**src/source/mfilt_defines.svh**
```systemverilog
/*
   multi-h matched filter widths and sizes
   shared by the filter RTL, its package and the testbench
*/

`ifndef MFILT_DEFINES_SVH
`define MFILT_DEFINES_SVH

// I/Q sample and coefficient component width
`define MF_SAMPLE_W 18

// product and accumulator width, full 18x18 result
`define MF_ACC_W 36

// default width of each truncated output component
`define MF_OUT_W 10

// taps per symbol, two symbols at two samples each
`define MF_TAPS 4

// number of coefficient sets, one per modulation index
`define MF_SETS 4

`endif

```
**src/source/mfiltPkg.sv**
```systemverilog
/*
   multi-h matched filter types
   complex sample, complex output pair and tap walker states
*/

`include "mfilt_defines.svh"

package mfiltPkg;

   // ---------------------------------------------------------------------
   // complex baseband sample, also used for coefficients
   // ---------------------------------------------------------------------
   typedef struct packed {
      logic signed [`MF_SAMPLE_W-1:0] i;
      logic signed [`MF_SAMPLE_W-1:0] q;
   } cplxT;

   // truncated matched filter output, one per correlator
   typedef struct packed {
      logic signed [`MF_OUT_W-1:0] i;
      logic signed [`MF_OUT_W-1:0] q;
   } mfOutT;

   // ---------------------------------------------------------------------
   // tap walker states
   // ---------------------------------------------------------------------
   typedef enum logic [2:0] {
      IDLE,
      TAP0,
      TAP1,
      TAP2,
      TAP3,
      DRAIN
   } tapStateT;

endpackage

```
**src/source/coeffRom.sv**
```systemverilog
/*
   fixed matched filter coefficient table
   four complex sets of four taps, one set per modulation index
*/

`timescale 1ns/1ps

`include "mfilt_defines.svh"

module coeffRom (
   input  logic [$clog2(`MF_SETS)-1:0]  hSel,
   input  logic [$clog2(`MF_TAPS)-1:0]  tap,
   output mfiltPkg::cplxT               coeff
);

   // ---------------------------------------------------------------------
   // coefficient table, {I, Q} in Q1.17
   // ---------------------------------------------------------------------
   // tap 0 pairs with the oldest sample of the window
   always_comb begin
      case ({hSel, tap})
         // set 0, smallest index, slow phase walk
         4'h0: coeff = {18'sd46341, -18'sd46341};
         4'h1: coeff = {18'sd60547, -18'sd25080};
         4'h2: coeff = {18'sd65536, 18'sd0};
         4'h3: coeff = {18'sd60547, 18'sd25080};
         // set 1
         4'h4: coeff = {18'sd25080, -18'sd60547};
         4'h5: coeff = {18'sd54491, -18'sd36410};
         4'h6: coeff = {18'sd65536, 18'sd0};
         4'h7: coeff = {18'sd54491, 18'sd36410};
         // set 2
         4'h8: coeff = {18'sd0, -18'sd65536};
         4'h9: coeff = {18'sd46341, -18'sd46341};
         4'hA: coeff = {18'sd65536, 18'sd0};
         4'hB: coeff = {18'sd46341, 18'sd46341};
         // set 3, largest index, fastest phase walk
         4'hC: coeff = {-18'sd25080, -18'sd60547};
         4'hD: coeff = {18'sd36410, -18'sd54491};
         4'hE: coeff = {18'sd65536, 18'sd0};
         4'hF: coeff = {18'sd36410, 18'sd54491};
         default: coeff = '0;
      endcase
   end

endmodule

```
**config.mk**
```make
export PLATFORM = sky130hd
export DESIGN_NAME = coeffRom
export DESIGN_NICKNAME = d
export VERILOG_FILES = /design/src/source/mfiltPkg.sv /design/src/source/coeffRom.sv
export VERILOG_INCLUDE_DIRS = /design/src /design/src/source
export SDC_FILE = /design/constraint.sdc
export NUM_CORES = 1
export LEC_CHECK = 0
export ABC_AREA = 1
export BUFFER_PORTS_ARGS = -buffer_cell sky130_fd_sc_hd__buf_4
export CAP_MARGIN = 40
export CORE_AREA = 2 2 39 41
export DETAILED_ROUTE_END_ITERATION = 8
export DIE_AREA = 0 0 41 43
export PLACE_DENSITY = 0.84
export SYNTH_ARGS = -nofsm -noshare
export SYNTH_HDL_FRONTEND = slang
export SYNTH_SLANG_ARGS = --single-unit
```
**constraint.sdc**
```tcl
create_clock -name vclk -period 1.6
set_clock_uncertainty 0.1 [all_clocks]
set_input_delay 0.16 -clock vclk [all_inputs]
set_output_delay 0.16 -clock vclk [all_outputs]
set_load 0.005 [all_outputs]
```
==> metrics.md, run 1 <==
| Metric | Value |
|---|---|
| Mapped Avg Cell Area | ~5.2 µm² |
| Minimum clock period | 1.45 ns |
| Peak VDD IR | ~0.13 mV |
| GPL Wtd Cong | 0.842 |
| Cells after synthesis | 111 |
| Count leader, synth | nand2_1 |
| Non-Filler Instances | 157 |
| DRC | 0 |
| Clk_buf instances | 0 |
| Mapped Area | 579 µm² |
| Fin worst setup slack | 0.147 ns |
| Cts repair resizes | 0 |
| Grt ovf | 0 |
| Register share of total power | 0% |
| Register Area | 0 µm² |
| Largest net degree at the start of global routing | 17 |
| # port buffers | 40 |
| Leakage Power | 0.550 nW |
| Post-CTS Setup Repair Bufs | 0 |
| Tightest Pin Transition | roughly 0.22 ns |
| Setup violators final | 0 |
| Sequential area share after synthesis | 0% |
| Full die area | 1760 µm² |
| Dpl ws | 0.156 ns |
| Max Cap Viol | 0 |
| Multi-input logic area | between 400 and 500 µm² |
| CP max-delay cell | ha_1 |
| Fin crit share | 90.8% |
| Combinational share of power | 100.0% |
| Die H | 43 µm |
| Fillers | 135 |
| Post-route antenna net violation count | 0 |
| Core box area | 1380 µm² |
| Placed instance count | about 160 |
| Commonest cells post-synth | nand2_1, ha_1, buf_4, inv_1, nand3_1 |
| CP Cell Sequence | buf_4, inv_1, ha_1, inv_1, nand2_1, nand2_1, nand2_1, nand2_1, buf_4 |
| CP most frequent cell | nand2_1 |
| Max frequency | ~700 MHz |
| Hold crit path type | in2out |
| Critical Path RT | 1.34 ns |
| Post-layout util | 59.0% |
| Drt pass-1 iters | 4 |
| Warnings, synthesis | 0 |
| FP Rows | 14 |
| Crit-path max cell delay | 0.25 ns |
| Arr. time, crit path | 1.19 ns |
| Setup repair after global routing missed its margin | no |
| Final hold viol count | 0 |
| Switching fraction of total power | 50.0% |
| TNS Setup | 0 ns |
| Power per cell area | 313 nW/µm² |
| Total Power | 0.256 mW |
| Slew margin rel. | approximately 86% |
| Per-cell routed wire length | 9.39 µm |
| Share of the synthesized area in the top cell type | between 30% and 40% |
| Initial Util | 41.9% |
| Clock power share | 0% |
| Vias in the first global route | about 540 |
| Syn Nets | approximately 120 |
| Switching power | 0.128 mW |
| Chip width | 41 µm |
| Sequential cell count | 0 |
| Worst-path maximum fanout | 6 |
| Via count | between 700 and 800 |
| Critical Path Source Type | input port |
| Setup CP Type | in2out |
| Antenna cells | 0 |
| Final net count | between 150 and 200 |
| Initial antenna violation count | 0 |
| Synthesis-to-layout area growth | 40.8% |
| DR iter-0 viols | 18 |
| Layout cells sized above 1 | 35.5% |
| Pint | about 0.13 mW |
| CP endpoint kind | primary output |
| Unique masters post-synth | 17 |
| Yosys top cell by area | nand2_1 |
| Final HPWL from detailed placement | 1230 µm |
| Hold_buf cts | 0 |
| Kind of cell adding the most delay to the critical path | buffers and inverters |
| Worst path bufs/invs | 4 |
| Final Max Tran Viols | 0 |
| Synth top area cells | nand2_1, ha_1, buf_4, buf_6, inv_1 |
| First-pass GRT wire length | 2220 µm |
| Routed vias/inst | between 4 and 5 |
| Outcome | finished clean |
| WL final | 1480 µm |
| I/O Pins | 40 |
| Total GRT Usage | 16.9% |
-- through the flow --
stage / hold WS (ns) / instance area [µm²]
2_1_floorplan: 0.254 / 579
6_report: 0.512 / 816
3_3_place_gp: 0.507 / 816
3_5_place_dp: 0.511 / 816
4_1_cts: 0.513 / 816
5_1_grt: 0.542 / 816
-- routing by layer --
| layer | track usage (%) | up-vias | routed length [µm] |
|---|---|---|---|
| li1 | - | 396 | - |
| met1 | 25.3 | 330 | 609 |
| met2 | 27.8 | 37 | 761 |
| met3 | 0 | 0 | 104 |
| met4 | 0 | 0 | 0 |
| met5 | 0 | - | 0 |
-- kinds of logic after synthesis --
logic type / share of synthesized area (%)
adders and majority gates: 17.3
AOI/OAI and AO/OA: 9.50
and+or+nand+nor: 50.5
buffers and inverters: 22.7
-- cell usage in the layout, fill, tap and decap left out --
cell	synthesis	routed
nand2_1	58	58
buf_4	7	41
ha_1	8	8
inv_1	7	7
nand3_1	5	5
nand2_2	4	4
o21ai_1	4	4
nor2_1	4	4
inv_2	2	2
a21oi_1	2	2
o21ai_0	2	2
inv_4	1	1
o22ai_1	1	1
nand3_2	1	1
a21oi_2	1	1
-- final timing paths --
path  startpoint        end  slack (ns)  cells past startpoint
min       tap[1]  coeff[17]        0.51                      3
max       tap[1]   coeff[4]        0.15                      9
-- power by group through the flow --
| stage | Combinational (mW) | Sequential, mW | Clock, mW |
|---|---|---|---|
| final | 0.256 | 0 | 0 |
| after global routing | 0.287 | 0 | 0 |
| after CTS | 0.258 | 0 | 0 |
| after detailed placement | 0.257 | 0 | 0 |
| after global placement | 0.254 | 0 | 0 |
| after floorplan | 0.146 | 0 | 0 |
-- layout make-up --
type	count	share of cell area [%]
multi-input cells	90	54.9
repair buffers	41	37.7
well taps	16	2.45
inverters	10	4.91
Note: power is estimated with default switching activity, not from simulation.
==> inputs of run 2 (changes only) <==
- clock period: 1.6 -> 1.7 ns (I/O delays scaled with it)
==> run 2 against run 1 <==
Against the previous run: worst hold slack gained 0.019 ns; highest routed layer unchanged; cell area shrank 0.92%; die area is the same; global-route usage shrank 0.70 points; core utilization shrank 0.54 points; flip-flop and latch count is the same; first-iteration DRC count shrank 50%; final cell count shrank 0.64%; sequential share of layout area is the same; via count shrank 0.66%; worst setup slack gained 0.0093 ns; critical path depth is the same.
==> metrics.md, run 2 (synthesis gave the netlist of run 1 again) <==
| Metric | Value |
|---|---|
| Outcome | finished clean |
| Initial Util | 41.9% (unchanged) |
| Hold crit path type | in2out |
| Post-route antenna net violation count | 0 (unchanged) |
| Leakage Power | 0.546 nW (-0.87%) |
| CP endpoint kind | primary output |
| Per-cell routed wire length | 8.85 µm (-5.8%) |
| Fin crit share | approximately nine tenths |
| Post-CTS Setup Repair Bufs | 0 (unchanged) |
| Setup CP Type | in2out |
| Total Power | 0.237 mW (-7.4%) |
| Chip width | 41 µm (unchanged) |
| Register share of total power | 0% (unchanged) |
| Total GRT Usage | 16.2% (-0.70 points) |
| HP Start | tap[1] |
| DRC | 0 (unchanged) |
| Combinational share of power | 100.0% (about the same) |
| CP Cell Sequence | buf_4, inv_1, ha_1, inv_1, nand2_1, nand2_1, nand2_1, nand2_1, buf_4 |
| Clock power share | 0% (unchanged) |
| Worst Setup SP | tap[1] |
| Worst-path maximum fanout | 7 (+1) |
| Tightest Pin Transition | 0.219 ns (+0.00254 ns) |
| Hold_buf cts | 0 (unchanged) |
| Drt pass-1 iters | 4 (unchanged) |
| Max Cap Viol | 0 (unchanged) |
| Final hold viol count | 0 (unchanged) |
| Crit-path max cell delay | 0.28 ns (+0.03 ns) |
| First-pass GRT wire length | 2170 µm (-2.2%) |
| Post-layout util | 58.4% (-0.54 points) |
| Arr. time, crit path | 1.27 ns (+0.08 ns) |
| GPL Wtd Cong | 0.832 (-1.1%) |
| Initial antenna violation count | 0 (unchanged) |
| Layout cells sized above 1 | 35.0% (-0.46 points) |
| Setup repair after global routing missed its margin | no |
| Routed vias/inst | 4.86 (about the same) |
| DR iter-0 viols | 9 (-9) |
| Kind of cell adding the most delay to the critical path | buffers and inverters |
| CP max-delay cell | ha_1 |
| Switching fraction of total power | 49.8% (-0.14 points) |
| Antenna cells | 0 (unchanged) |
| Max frequency | 648 MHz |
| Register Area | 0 µm² (unchanged) |
| Crit path depth | 9 (unchanged) |
| Pint | 0.119 mW (-7.2%) |
| CP most frequent cell | nand2_1 |
| Final net count | 154 (-0.65%) |
| Setup violators final | 0 (unchanged) |
| Critical Path RT | 1.43 ns (+0.09 ns) |
| Clk_buf instances | 0 (unchanged) |
| Fin Hold WS | 0.531 ns (+0.0190 ns) |
| TNS Setup | 0 ns (unchanged) |
| WL final | 1380 µm (-6.4%) |
| Critical Path Source Type | input port |
| Sequential cell count | 0 (unchanged) |
| Peak VDD IR | 0.141 mV (+11%) |
| Final HPWL from detailed placement | 1140 µm (-7.2%) |
| Most frequent cells in the layout | nand2_1, buf_4, ha_1 |
| Vias in the first global route | 535 (-1.1%) |
| Largest net degree at the start of global routing | 17 (unchanged) |
| Full die area | 1760 µm² (unchanged) |
| Worst path bufs/invs | 4 (unchanged) |
| Fillers | 130 (-3.7%) |
| # port buffers | 40 (unchanged) |
| Power per cell area | 293 nW/µm² (-6.6%) |
| I/O Pins | 40 (unchanged) |
| Most common cell after layout, fill and taps aside | nand2_1 |
| Hold-critical path depth | 3 (unchanged) |
| Synthesis-to-layout area growth | 39.5% |
| Switching power | 0.118 mW (-7.7%) |
| Slew margin rel. | 85.4% (-0.16 points) |
| Cts repair resizes | 0 (unchanged) |
| Minimum clock period | between 1.5 and 2 ns |
| Final Max Tran Viols | 0 (unchanged) |
| Core box area | 1380 µm² (unchanged) |
| Die H | 43 µm (unchanged) |
| Grt ovf | 0 (unchanged) |
| FP Rows | 14 (unchanged) |
| Via count | 758 (-0.66%) |
-- run 2: cell types whose count changed in the layout (fill, tap and decap cells not counted) --
| cell | change |
|---|---|
| buf_4 | -1 |
-- run 2: layout make-up --
class / instances / area [µm²] / area share, %
inverter: 10 / 40.0 / 4.95
multi-input combinational: 90 / 448 / 55.4
tap: 16 / 20.0 / 2.48
timing repair buffer: 40 / 300 / 37.2
-- run 2: final timing paths --
check,end
max,coeff[6]
min,coeff[16]
-- run 2: metal layers --
| metal | wire [µm] | part of all wire, % | global-route usage [%] | vias up |
|---|---|---|---|---|
| li1 | - | - | - | 395 |
| met1 | 596 | 43 | 25.9 | 343 |
| met2 | 712 | 52 | 25.0 | 20 |
| met3 | 72 | 5.2 | 0 | 0 |
| met4 | 0 | 0 | 0 | 0 |
| met5 | 0 | 0 | 0 | - |
-- run 2: power by group through the flow --
stage	combinational [mW]	clock [mW]	sequential [mW]
after floorplan	0.138	0	0
after global placement	0.238	0	0
after detailed placement	0.239	0	0
after CTS	0.239	0	0
after global routing	0.267	0	0
final	0.237	0	0
-- run 2: stage by stage --
step	setup slack [ns]	area (µm²)	instances
2_1_floorplan	0.456	579	111
3_3_place_gp	0.214	808	156
3_5_place_dp	0.160	808	156
4_1_cts	0.159	808	156
5_1_grt	0.0564	808	156
6_report	0.157	808	156
-- run 2: worst min-delay path, cell delays in order --
cell and delay (ns):
buf_4 0.11, inv_1 0.05, buf_4 0.13
==> inputs of run 3 (changes only) <==
==> constraint.sdc (replaced) <==
create_clock -name vclk -period 1.7
set_clock_uncertainty 0.1 [all_clocks]
set_input_delay 0.34 -clock vclk [all_inputs]
set_output_delay 0.34 -clock vclk [all_outputs]
set_load 0.005 [all_outputs]
==> run 3 against run 2 <==
Against the previous run: combinational power is 21% higher; first-iteration DRC count grew 120%; worst setup slack got worse by 0.12 ns; cell area up 20%; via count increased by 10%; critical path depth decreased by 1.
==> metrics.md, run 3 (synthesis gave the netlist of run 1 again) <==
| Metric | Value |
|---|---|
| Hold_buf cts | 0 (unchanged) |
| Multi-input logic area | 518 µm² (+16%) |
| Kind of cell adding the most delay to the critical path | buffers and inverters |
| Synthesis-to-layout area growth | 67.6% |
| Tightest Pin Transition | 0.190 ns (-0.0289 ns) |
| Worst path bufs/invs | 5 (+1) |
| Leakage Power | 0.594 nW (+8.8%) |
| Post-CTS Setup Repair Bufs | 0 (unchanged) |
| Initial Util | 41.9% (unchanged) |
| FP Rows | 14 (unchanged) |
| Most frequent cells in the layout | nand2_1, buf_4, nand2_2 |
| Post-place instance area | 883 µm² (+9.3%) |
| Final net count | 164 (+6.5%) |
| Post-route antenna net violation count | 0 (unchanged) |
| Max frequency | 603 MHz (-7.0%) |
| Final hold viol count | 0 (unchanged) |
| Peak VDD IR | 0.149 mV (+6.0%) |
| Final Max Tran Viols | 0 (unchanged) |
| DRC | 0 (unchanged) |
| Full die area | 1760 µm² (unchanged) |
| Critical Path RT | 1.26 ns (-0.17 ns) |
| Critical Path Source Type | input port |
| WL final | 1900 µm (+38%) |
| Core box area | 1380 µm² (unchanged) |
| Register Area | 0 µm² (unchanged) |
| Outcome | finished clean |
| Grt ovf | 0 (unchanged) |
| Power per cell area | 295 nW/µm² (+0.81%) |
| Slew margin rel. | 87.2% (+1.9 points) |
| Max Cap Viol | 0 (unchanged) |
| Die H | 43 µm (unchanged) |
| Clk_buf instances | 0 (unchanged) |
| Sequential cell count | 0 (unchanged) |
| GPL Wtd Cong | 0.896 (+7.6%) |
| I/O Pins | 40 (unchanged) |
| Minimum clock period | 1.66 ns (+0.116 ns) |
| Hold crit path type | in2out |
| Setup CP Type | in2out |
| Placed instance count | 166 (+6.4%) |
| Initial antenna violation count | 0 (unchanged) |
| Fillers | 118 (-9.2%) |
| Largest net degree at the start of global routing | 17 (unchanged) |
| Routed vias/inst | 5.04 (+3.8%) |
| CP Cell Sequence | buf_4, buf_6, ha_4, inv_2, buf_4, nand3_1, nand3_1, buf_4 |
| Via count | 837 (+10%) |
| Chip width | 41 µm (unchanged) |
| Per-cell routed wire length | 11.5 µm (+30%) |
| Fin Hold WS | 0.927 ns (+0.396 ns) |
| DR iter-0 viols | 20 (+11) |
| Total GRT Usage | 18.5% (+2.3 points) |
| Layout cells sized above 1 | 50.7% (+16 points) |
| # port buffers | 40 (unchanged) |
| Most common cell after layout, fill and taps aside | nand2_1 |
| Antenna cells | 0 (unchanged) |
| Worst-path maximum fanout | 5 (-2) |
| Fin crit share | 97.6% (+6.8 points) |
| Setup violators final | 0 (unchanged) |
| Crit-path max cell delay | 0.15 ns (-0.13 ns) |
| CP endpoint kind | primary output |
| Vias in the first global route | 612 (+14%) |
| CP most frequent cell | buf_4 |
| Drt pass-1 iters | 4 (unchanged) |
| Post-layout util | 70.2% (+12 points) |
| Fin worst setup slack | 0.0406 ns (-0.116 ns) |
| Non-Filler Instances | 166 (+6.4%) |
| Dpl ws | -0.0554 ns (-0.215 ns) |
| First-pass GRT wire length | 2470 µm (+14%) |
| Cell area after layout | 971 µm² (+20%) |
| Arr. time, crit path | 1.22 ns (-0.05 ns) |
| Final HPWL from detailed placement | 1350 µm (+18%) |
| CP max-delay cell | ha_4 |
run 3: power by group:
part	leakage [nW]	internal, mW	switching [mW]	total, mW
Clock	0	0	0	0
Sequential	0	0	0	0
Combinational	0.594	0.144	0.142	0.287
Total	0.594	0.144	0.142	0.287
run 3: what timing repair did:
item,in CTS,in global routing
endpoints found under the setup margin,5,16
gates resized for setup,4,21
pin swaps,0,2
run 3: through the flow:
step                      power [mW]   TNS, ns
after CTS                      0.263  -0.00852
after global placement         0.255   -0.0462
after global routing           0.315   -0.0495
after floorplan                0.138         0
final                          0.287         0
after detailed placement       0.259    -0.195
run 3: worst paths after layout:
check / from / to / cells after the start
setup / recovery: tap[1] / coeff[3] / 8
hold / removal: hSel[1] / coeff[19] / 3
run 3: area by class of cell:
cell class	count	area share (%)
inverter	10	5.15
tap	16	2.06
multi-input combinational	90	53.4
timing repair buffer	50	39.4
run 3: layer usage:
metal  global-route usage (%)  wire [µm]
met2                     29.1       1010
met1                     27.5        723
met4                     3.33         61
met5                        0          0
met3                        0        109
